--- src/fetch_pkg.sv ---
package fetch_pkg;

    localparam int XLEN           = 32;
    localparam int BEAT_W         = 64;
    localparam int LINE_W         = 256;
    localparam int BEATS_PER_LINE = 4;
    localparam int WORDS_PER_LINE = 8;
    localparam int OFFSET_W       = 5;                          // byte offset within a line

    // 8 sets, tied to the cache's set count
    localparam int INDEX_W        = 3;
    localparam int TAG_W          = XLEN - INDEX_W - OFFSET_W;

    typedef logic [LINE_W-1:0] line_t;
    typedef logic [BEAT_W-1:0] beat_t;

    typedef struct packed {
        logic [TAG_W-1:0]    tag;
        logic [INDEX_W-1:0]  index;
        logic [OFFSET_W-1:0] offset;
    } addr_fields_t;

    // one fetch address word, seen as a byte address or as cache fields
    typedef union packed {
        logic [XLEN-1:0] raw;
        addr_fields_t    fields;
    } fetch_addr_t;

    typedef struct packed {
        logic [XLEN-1:0] inst;
        logic [XLEN-1:0] pc;
    } fetch_entry_t;

endpackage

--- src/cacheline_adapter.sv ---
`timescale 1ns/1ns

module cacheline_adapter (
    input  logic              clk,
    input  logic              rst,
    input  fetch_pkg::beat_t  bmem_rdata_i,
    input  logic              bmem_rvalid_i,
    output fetch_pkg::line_t  line_o,
    output logic              line_valid_o
);

    localparam int CNT_W = $clog2(fetch_pkg::BEATS_PER_LINE);

    logic [CNT_W-1:0] beat_cnt;                         // slot of the next beat
    fetch_pkg::line_t line_q;
    logic             last_beat;

    assign last_beat = (beat_cnt == CNT_W'(fetch_pkg::BEATS_PER_LINE - 1));
    assign line_o    = line_q;

    always_ff @(posedge clk) begin
        if (rst) begin
            beat_cnt     <= '0;
            line_valid_o <= 1'b0;
        end else begin
            line_valid_o <= 1'b0;
            if (bmem_rvalid_i) begin
                beat_cnt <= beat_cnt + CNT_W'(1);       // wraps after the last beat
                if (last_beat) begin
                    line_valid_o <= 1'b1;
                end
            end
        end
    end

    // lowest address beat lands in the lowest slot
    always_ff @(posedge clk) begin
        if (bmem_rvalid_i) begin
            line_q[beat_cnt*fetch_pkg::BEAT_W +: fetch_pkg::BEAT_W] <= bmem_rdata_i;
        end
    end

endmodule

--- src/fetch_pc.sv ---
`timescale 1ns/1ns

module fetch_pc #(
    parameter logic [fetch_pkg::XLEN-1:0] RESET_PC = 32'h1eceb000
) (
    input  logic                   clk,
    input  logic                   rst,
    input  logic                   queue_full_i,
    input  logic                   bmem_ready_i,
    input  logic                   resp_i,
    output logic                   req_o,
    output fetch_pkg::fetch_addr_t req_addr_o
);

    logic [fetch_pkg::XLEN-1:0] pc;
    logic                       outstanding;            // request in flight

    // one request at a time, held off while the queue is full
    assign req_o          = !outstanding && !queue_full_i && bmem_ready_i;
    assign req_addr_o.raw = pc;

    always_ff @(posedge clk) begin
        if (rst) begin
            pc          <= RESET_PC;
            outstanding <= 1'b0;
        end else if (resp_i) begin
            pc          <= pc + fetch_pkg::XLEN'(4);    // next sequential word
            outstanding <= 1'b0;
        end else if (req_o) begin
            outstanding <= 1'b1;
        end
    end

    // the cache only answers a pending request
    a_resp_has_req: assert property (
        @(posedge clk) disable iff (rst)
        resp_i |-> outstanding
    );

endmodule

--- src/fetch_top.sv ---
`timescale 1ns/1ns

module fetch_top #(
    parameter logic [fetch_pkg::XLEN-1:0] RESET_PC    = 32'h1eceb000,
    parameter int                         QUEUE_DEPTH = 16
) (
    input  logic                       clk,
    input  logic                       rst,

    output logic [fetch_pkg::XLEN-1:0] bmem_addr_o,
    output logic                       bmem_read_o,
    input  logic                       bmem_ready_i,
    input  fetch_pkg::beat_t           bmem_rdata_i,
    input  logic                       bmem_rvalid_i,

    output logic                       inst_valid_o,
    output fetch_pkg::fetch_entry_t    inst_o,
    input  logic                       dequeue_i
);

    logic                       req;
    fetch_pkg::fetch_addr_t     req_addr;           // also the pc of the pending fetch
    logic                       resp;
    logic [fetch_pkg::XLEN-1:0] rdata;
    logic                       line_valid;
    fetch_pkg::line_t           line;
    logic                       queue_full;

    fetch_pc #(
        .RESET_PC     (RESET_PC)
    ) u_fetch_pc (
        .clk          (clk),
        .rst          (rst),
        .queue_full_i (queue_full),
        .bmem_ready_i (bmem_ready_i),
        .resp_i       (resp),
        .req_o        (req),
        .req_addr_o   (req_addr)
    );

    icache u_icache (
        .clk          (clk),
        .rst          (rst),
        .req_i        (req),
        .req_addr_i   (req_addr),
        .resp_o       (resp),
        .rdata_o      (rdata),
        .bmem_addr_o  (bmem_addr_o),
        .bmem_read_o  (bmem_read_o),
        .line_valid_i (line_valid),
        .line_i       (line)
    );

    cacheline_adapter u_adapter (
        .clk           (clk),
        .rst           (rst),
        .bmem_rdata_i  (bmem_rdata_i),
        .bmem_rvalid_i (bmem_rvalid_i),
        .line_o        (line),
        .line_valid_o  (line_valid)
    );

    inst_queue #(
        .QUEUE_DEPTH (QUEUE_DEPTH)
    ) u_inst_queue (
        .clk         (clk),
        .rst         (rst),
        .enqueue_i   (resp),
        .inst_i      (rdata),
        .pc_i        (req_addr),
        .dequeue_i   (dequeue_i),
        .head_o      (inst_o),
        .valid_o     (inst_valid_o),
        .full_o      (queue_full)
    );

endmodule

--- src/icache.sv ---
`timescale 1ns/1ns

module icache (
    input  logic                       clk,
    input  logic                       rst,
    input  logic                       req_i,
    input  fetch_pkg::fetch_addr_t     req_addr_i,
    output logic                       resp_o,
    output logic [fetch_pkg::XLEN-1:0] rdata_o,
    output logic [fetch_pkg::XLEN-1:0] bmem_addr_o,
    output logic                       bmem_read_o,
    input  logic                       line_valid_i,
    input  fetch_pkg::line_t           line_i
);

    localparam int SETS       = 1 << fetch_pkg::INDEX_W;
    localparam int WORD_SEL_W = $clog2(fetch_pkg::WORDS_PER_LINE);

    typedef enum logic [1:0] {
        ST_IDLE,
        ST_WAIT,
        ST_RESP
    } state_t;

    state_t                        state;
    fetch_pkg::fetch_addr_t        addr_q;              // address of the current request
    logic [SETS-1:0]               valid_arr;
    logic [fetch_pkg::TAG_W-1:0]   tag_arr [SETS];
    fetch_pkg::line_t              line_arr [SETS];
    fetch_pkg::line_t              line_sel;
    logic [WORD_SEL_W-1:0]         word_sel;
    logic                          hit;

    assign hit = valid_arr[req_addr_i.fields.index]
              && (tag_arr[req_addr_i.fields.index] == req_addr_i.fields.tag);

    assign line_sel = line_arr[addr_q.fields.index];
    assign word_sel = addr_q.fields.offset[fetch_pkg::OFFSET_W-1 -: WORD_SEL_W];
    assign rdata_o  = line_sel[word_sel*fetch_pkg::XLEN +: fetch_pkg::XLEN];
    assign resp_o   = (state == ST_RESP);

    // line aligned miss address
    assign bmem_addr_o = {addr_q.raw[fetch_pkg::XLEN-1:fetch_pkg::OFFSET_W],
                          {fetch_pkg::OFFSET_W{1'b0}}};

    always_ff @(posedge clk) begin
        if (rst) begin
            state       <= ST_IDLE;
            bmem_read_o <= 1'b0;
            valid_arr   <= '0;
        end else begin
            bmem_read_o <= 1'b0;                        // single cycle pulse
            case (state)
                ST_IDLE: begin
                    if (req_i) begin
                        if (hit) begin
                            state <= ST_RESP;
                        end else begin
                            bmem_read_o <= 1'b1;
                            state       <= ST_WAIT;
                        end
                    end
                end
                ST_WAIT: begin
                    if (line_valid_i) begin
                        valid_arr[addr_q.fields.index] <= 1'b1;
                        state                          <= ST_RESP;
                    end
                end
                default: begin
                    state <= ST_IDLE;
                end
            endcase
        end
    end

    always_ff @(posedge clk) begin
        if (state == ST_IDLE && req_i) begin
            addr_q <= req_addr_i;
        end
        if (state == ST_WAIT && line_valid_i) begin
            line_arr[addr_q.fields.index] <= line_i;    // fill the missed set
            tag_arr[addr_q.fields.index]  <= addr_q.fields.tag;
        end
    end

    // the adapter only returns a line that this cache asked for
    a_line_in_wait: assert property (
        @(posedge clk) disable iff (rst)
        line_valid_i |-> (state == ST_WAIT)
    );

endmodule

--- src/inst_queue.sv ---
`timescale 1ns/1ns

module inst_queue #(
    parameter int QUEUE_DEPTH = 16
) (
    input  logic                       clk,
    input  logic                       rst,
    input  logic                       enqueue_i,
    input  logic [fetch_pkg::XLEN-1:0] inst_i,
    input  fetch_pkg::fetch_addr_t     pc_i,
    input  logic                       dequeue_i,
    output fetch_pkg::fetch_entry_t    head_o,
    output logic                       valid_o,
    output logic                       full_o
);

    localparam int PTR_W = $clog2(QUEUE_DEPTH);
    localparam int CNT_W = $clog2(QUEUE_DEPTH + 1);

    fetch_pkg::fetch_entry_t mem [QUEUE_DEPTH];
    logic [PTR_W-1:0]        wr_ptr;
    logic [PTR_W-1:0]        rd_ptr;
    logic [CNT_W-1:0]        count;
    logic                    do_deq;

    assign do_deq  = dequeue_i && valid_o;              // pop on empty is dropped
    assign valid_o = (count != '0);
    assign full_o  = (count == CNT_W'(QUEUE_DEPTH));
    assign head_o  = mem[rd_ptr];

    always_ff @(posedge clk) begin
        if (rst) begin
            wr_ptr <= '0;
            rd_ptr <= '0;
            count  <= '0;
        end else begin
            if (enqueue_i) begin
                wr_ptr <= (wr_ptr == PTR_W'(QUEUE_DEPTH - 1)) ? '0 : wr_ptr + PTR_W'(1);
            end
            if (do_deq) begin
                rd_ptr <= (rd_ptr == PTR_W'(QUEUE_DEPTH - 1)) ? '0 : rd_ptr + PTR_W'(1);
            end
            count <= count + CNT_W'(enqueue_i) - CNT_W'(do_deq);
        end
    end

    always_ff @(posedge clk) begin
        if (enqueue_i) begin
            mem[wr_ptr] <= '{inst: inst_i, pc: pc_i.raw};
        end
    end

    // fetch stops issuing before the queue can overflow
    a_no_overflow: assert property (
        @(posedge clk) disable iff (rst)
        enqueue_i |-> !full_o
    );

endmodule
--- config.mk ---
export PLATFORM = sky130hd
export DESIGN_NAME = fetch_top
export DESIGN_NICKNAME = d
export VERILOG_FILES = /design/src/fetch_pkg.sv /design/src/cacheline_adapter.sv /design/src/fetch_pc.sv /design/src/fetch_top.sv /design/src/icache.sv /design/src/inst_queue.sv
export SDC_FILE = /design/constraint.sdc
export NUM_CORES = 2
export LEC_CHECK = 0
export BUFFER_PORTS_ARGS = -buffer_cell sky130_fd_sc_hd__clkbuf_2
export CORE_UTILIZATION = 25
export DETAILED_ROUTE_END_ITERATION = 10
export RECOVER_POWER = 100
export REMOVE_ABC_BUFFERS = 1
export SLEW_MARGIN = 10
export SYNTH_ARGS = -nofsm -noshare
export SYNTH_HDL_FRONTEND = slang
export SYNTH_SLANG_ARGS = --single-unit
--- constraint.sdc ---
create_clock -name clk -period 59.4 [get_ports clk]
set_input_delay 5.94 -clock clk [delete_from_list [all_inputs] [get_ports clk]]
set_output_delay 5.94 -clock clk [all_outputs]
set_load 0.02 [all_outputs]
==> results.cfg <==
[power_and_ir_drop]
intPower_mw = 4.30
clkPwrFrac = 0.379
switching_share = 0.230
p_leak_nw = 46.2
seqPwrFrac = 0.515
combinationalPowerShare = 0.106
peakVddDrop_mv = 0.0242
power_density_mw_per_mm2 = 35.9
p_switching_mw = 1.28

[global_route]
antenna_found_initial = 63
track_usage = 0.116
grt_max_degree = 142
grt_pass1_vias = 62700
grt.overflow.total = 0
grt_first_pass_wirelength_mm = 463

[drt]
dr.pass1.iters = 6
drt_iter0_markers = 5884
route.detailed.drc = 0
vias_per_cell = 4.41
vias = 59000
ant_nets = 0
totalWireLength_mm = 326
wire_per_inst_um = 24.4

[logic_synthesis]
yosys.area.top_type_share = 0.780
synth_edf_count = 3518
synth.area.top_cells = edfxtp_1, mux4_2, and2_1
synthArstFlopShare = 0
ys.flop_type = edfxtp_1
synth.largest_area_cell = edfxtp_1
yosysMostFrequentCell = edfxtp_1
synthCells = 5525
yosysSeqAreaShare = 0.790
netlist_area_mm2 = 0.135
synth_common_cells = edfxtp_1, mux4_2, and2_1
yosysUniqueCellTypes = 45
ys_warn_count = 0
ys_seq_elements = 3586
syn_avg_cell_area_um2 = 24.5

[worst_setup_path]
path_max_fanout = 92
path_class = flop to flop
cp.required_ps = 59920
arrival_ps = 17270
r2r_cells = 9
cp-endpoint = u_inst_queue.mem[0][44]
cp-start-kind = flop
rrSetupSlack_ps = 42650
endpoint_kind = flop
r2r-end = u_inst_queue.mem[0][44]

[cells_and_area]
fillers = 52000
drive_gt1_frac = 0.254
syn2layout_area_growth_pct = 14.7
nets = 5959
final_cells = 13400

[timing]
worst_pin_slew_ps = 9300
fin_skew_ps = 94.3
period_needed_ps = 16750
rsz0062_at_grt = no
setup-tns-final_ps = 0
relSlewSlack = -5.20
slew_viol_final = 4578
fmax_mhz = 59.7
setup_violations = 0
finalHoldViolCount = 0
period_share = 0.282

[hold_path]
worstHoldStart = u_icache.valid_arr[7]
hold_path.class = flop to flop
whs_path_depth = 2

[clock_network]
tritoncts = built
htreeDepth = 5
post_cts_resize_count = 0
cts_root_buf = clkbuf_16
clk_pin_slew_worst_paths_ps = 60
postCtsHoldBufs = 0
post_cts_buffers = 0
cts_sinks = 3586
cts_buffers = 344
clk-insertion-delay-late_ps = 970
clk_path_buf_depth = 4

[die]
die_x_um = 738
fp.dieArea_mm2 = 0.545
boundaryPins = 167
rows = 270
core_mm2 = 0.540
fp.dieH_um = 738
initial_core_util = 0.251

[status]
violations = max-capacitance violations, max-slew violations
status = finished, violations left

[placed_design]
place_hpwl_mm = 172
gp_congestion = 0.705
io_buffers = 159
dp_cells = 12700

[flow_run]
cap_viol_max_count = 115
-- critical path: stages, from the launching register on --
cell      delay, ps
dfxtp_1        2140
clkbuf_1       3070
clkbuf_1       3030
clkbuf_1       5660
mux4_2          990
mux4_2          510
mux2_2          280
nand2_1          60
o21ai_0         100
clkbuf_1        390
-- kinds of logic after synthesis --
group / synth area share
AND/OR/NAND/NOR: 0.0184
adder cells (fa/ha/maj): 0.00181
XOR/XNOR: 0.00362
multiplexers: 0.174
other: 0.0000277
AO/OA/AOI/OAI: 0.00162
flip-flops: 0.790
buffers and inverters: 0.0109
-- through the flow --
step | cell area, um2 | hold WS [ps] | power, mW | util | worst slack, ps
finish | 155000 | 473 | 5.58 | 0.288 | 42650
CTS | 156000 | 474 | 5.63 | 0.289 | 48080
floorplan | 134000 | 421 | 3.61 | - | 36000
global placement | 145000 | 443 | 3.50 | 0.269 | 49170
detailed placement | 145000 | 447 | 3.52 | 0.269 | 49110
global route | 155000 | 494 | 5.76 | 0.288 | 40000
-- worst min-delay path by stage --
stage / endpoint / slack [ps]
after CTS: u_fetch_pc.outstanding / 470
after detailed placement: u_fetch_pc.outstanding / 450
after global placement: u_fetch_pc.outstanding / 440
after global routing: u_icache.valid_arr[3] / 490
after floorplan: u_fetch_pc.outstanding / 420
final: u_icache.valid_arr[7] / 470
-- power groups by stage --
| stage | sequential [mW] | clock (mW) | combinational (mW) |
|---|---|---|---|
| 6_report | 2.87 | 2.11 | 0.594 |
| 5_1_grt | 2.88 | 2.25 | 0.639 |
| 4_1_cts | 2.87 | 2.16 | 0.596 |
| 3_5_place_dp | 2.93 | 0 | 0.596 |
| 3_3_place_gp | 2.92 | 0 | 0.582 |
| 2_1_floorplan | 2.99 | 0 | 0.623 |
-- registers in the layout (all words and copies together) (netlist names), named ones only --
register and count:
u_inst_queue.count 5, u_fetch_pc.req_addr_o 30, u_icache.bmem_read_o 1, u_inst_queue.mem 992, u_fetch_pc.outstanding 1, u_icache.addr_q 30
u_inst_queue.rd_ptr 4, u_adapter.beat_cnt 2, u_icache.valid_arr 8, u_inst_queue.wr_ptr 4, u_icache.state 2, u_adapter.line_o 256
u_icache.tag_arr 192, u_adapter.line_valid_o 1, u_icache.line_arr 2048
-- final cells by class --
cell class	count	area, um2	share of cell area
Antenna cell	9	22.5	0.000145
Timing Repair Buffer	300	1320	0.00850
Multi-Input combinational cell	1622	27100	0.174
Inverter	17	63.8	0.000411
Clock inverter	193	1790	0.0115
Sequential cell	3586	107000	0.689
Clock buffer	435	9050	0.0583
Tap cell	7208	9020	0.0580
-- routing by layer --
metal,GRT usage,up-vias,share of wire
li1,-,24200,-
met2,0.201,1976,0.50
met5,0,-,0.00032
met1,0.150,32300,0.40
met3,0.0226,469,0.073
met4,0.0297,18,0.027
-- placed cells by master (no fill, tap or decap), drive strengths merged, types with 7 or more instances in the layout --
cell type | Yosys | final
clkinvlp | 0 | 18
nand4 | 13 | 13
nand2 | 26 | 26
clkinv | 0 | 145
nor2 | 61 | 61
dfxtp | 68 | 68
mux2i | 40 | 40
clkbuf | 162 | 703
ha | 18 | 18
inv | 17 | 28
and2 | 260 | 260
xor2 | 38 | 38
o21ai | 14 | 14
buf | 144 | 32
nand3 | 11 | 11
diode | 0 | 9
mux2 | 10 | 10
mux4 | 1023 | 1023
bufinv | 0 | 19
a21oi | 10 | 10
nor3 | 15 | 15
nand2b | 13 | 13
edfxtp | 3518 | 3518
xnor2 | 18 | 18
conb | 1 | 7
No activity file was read; power rests on OpenSTA's default activity.
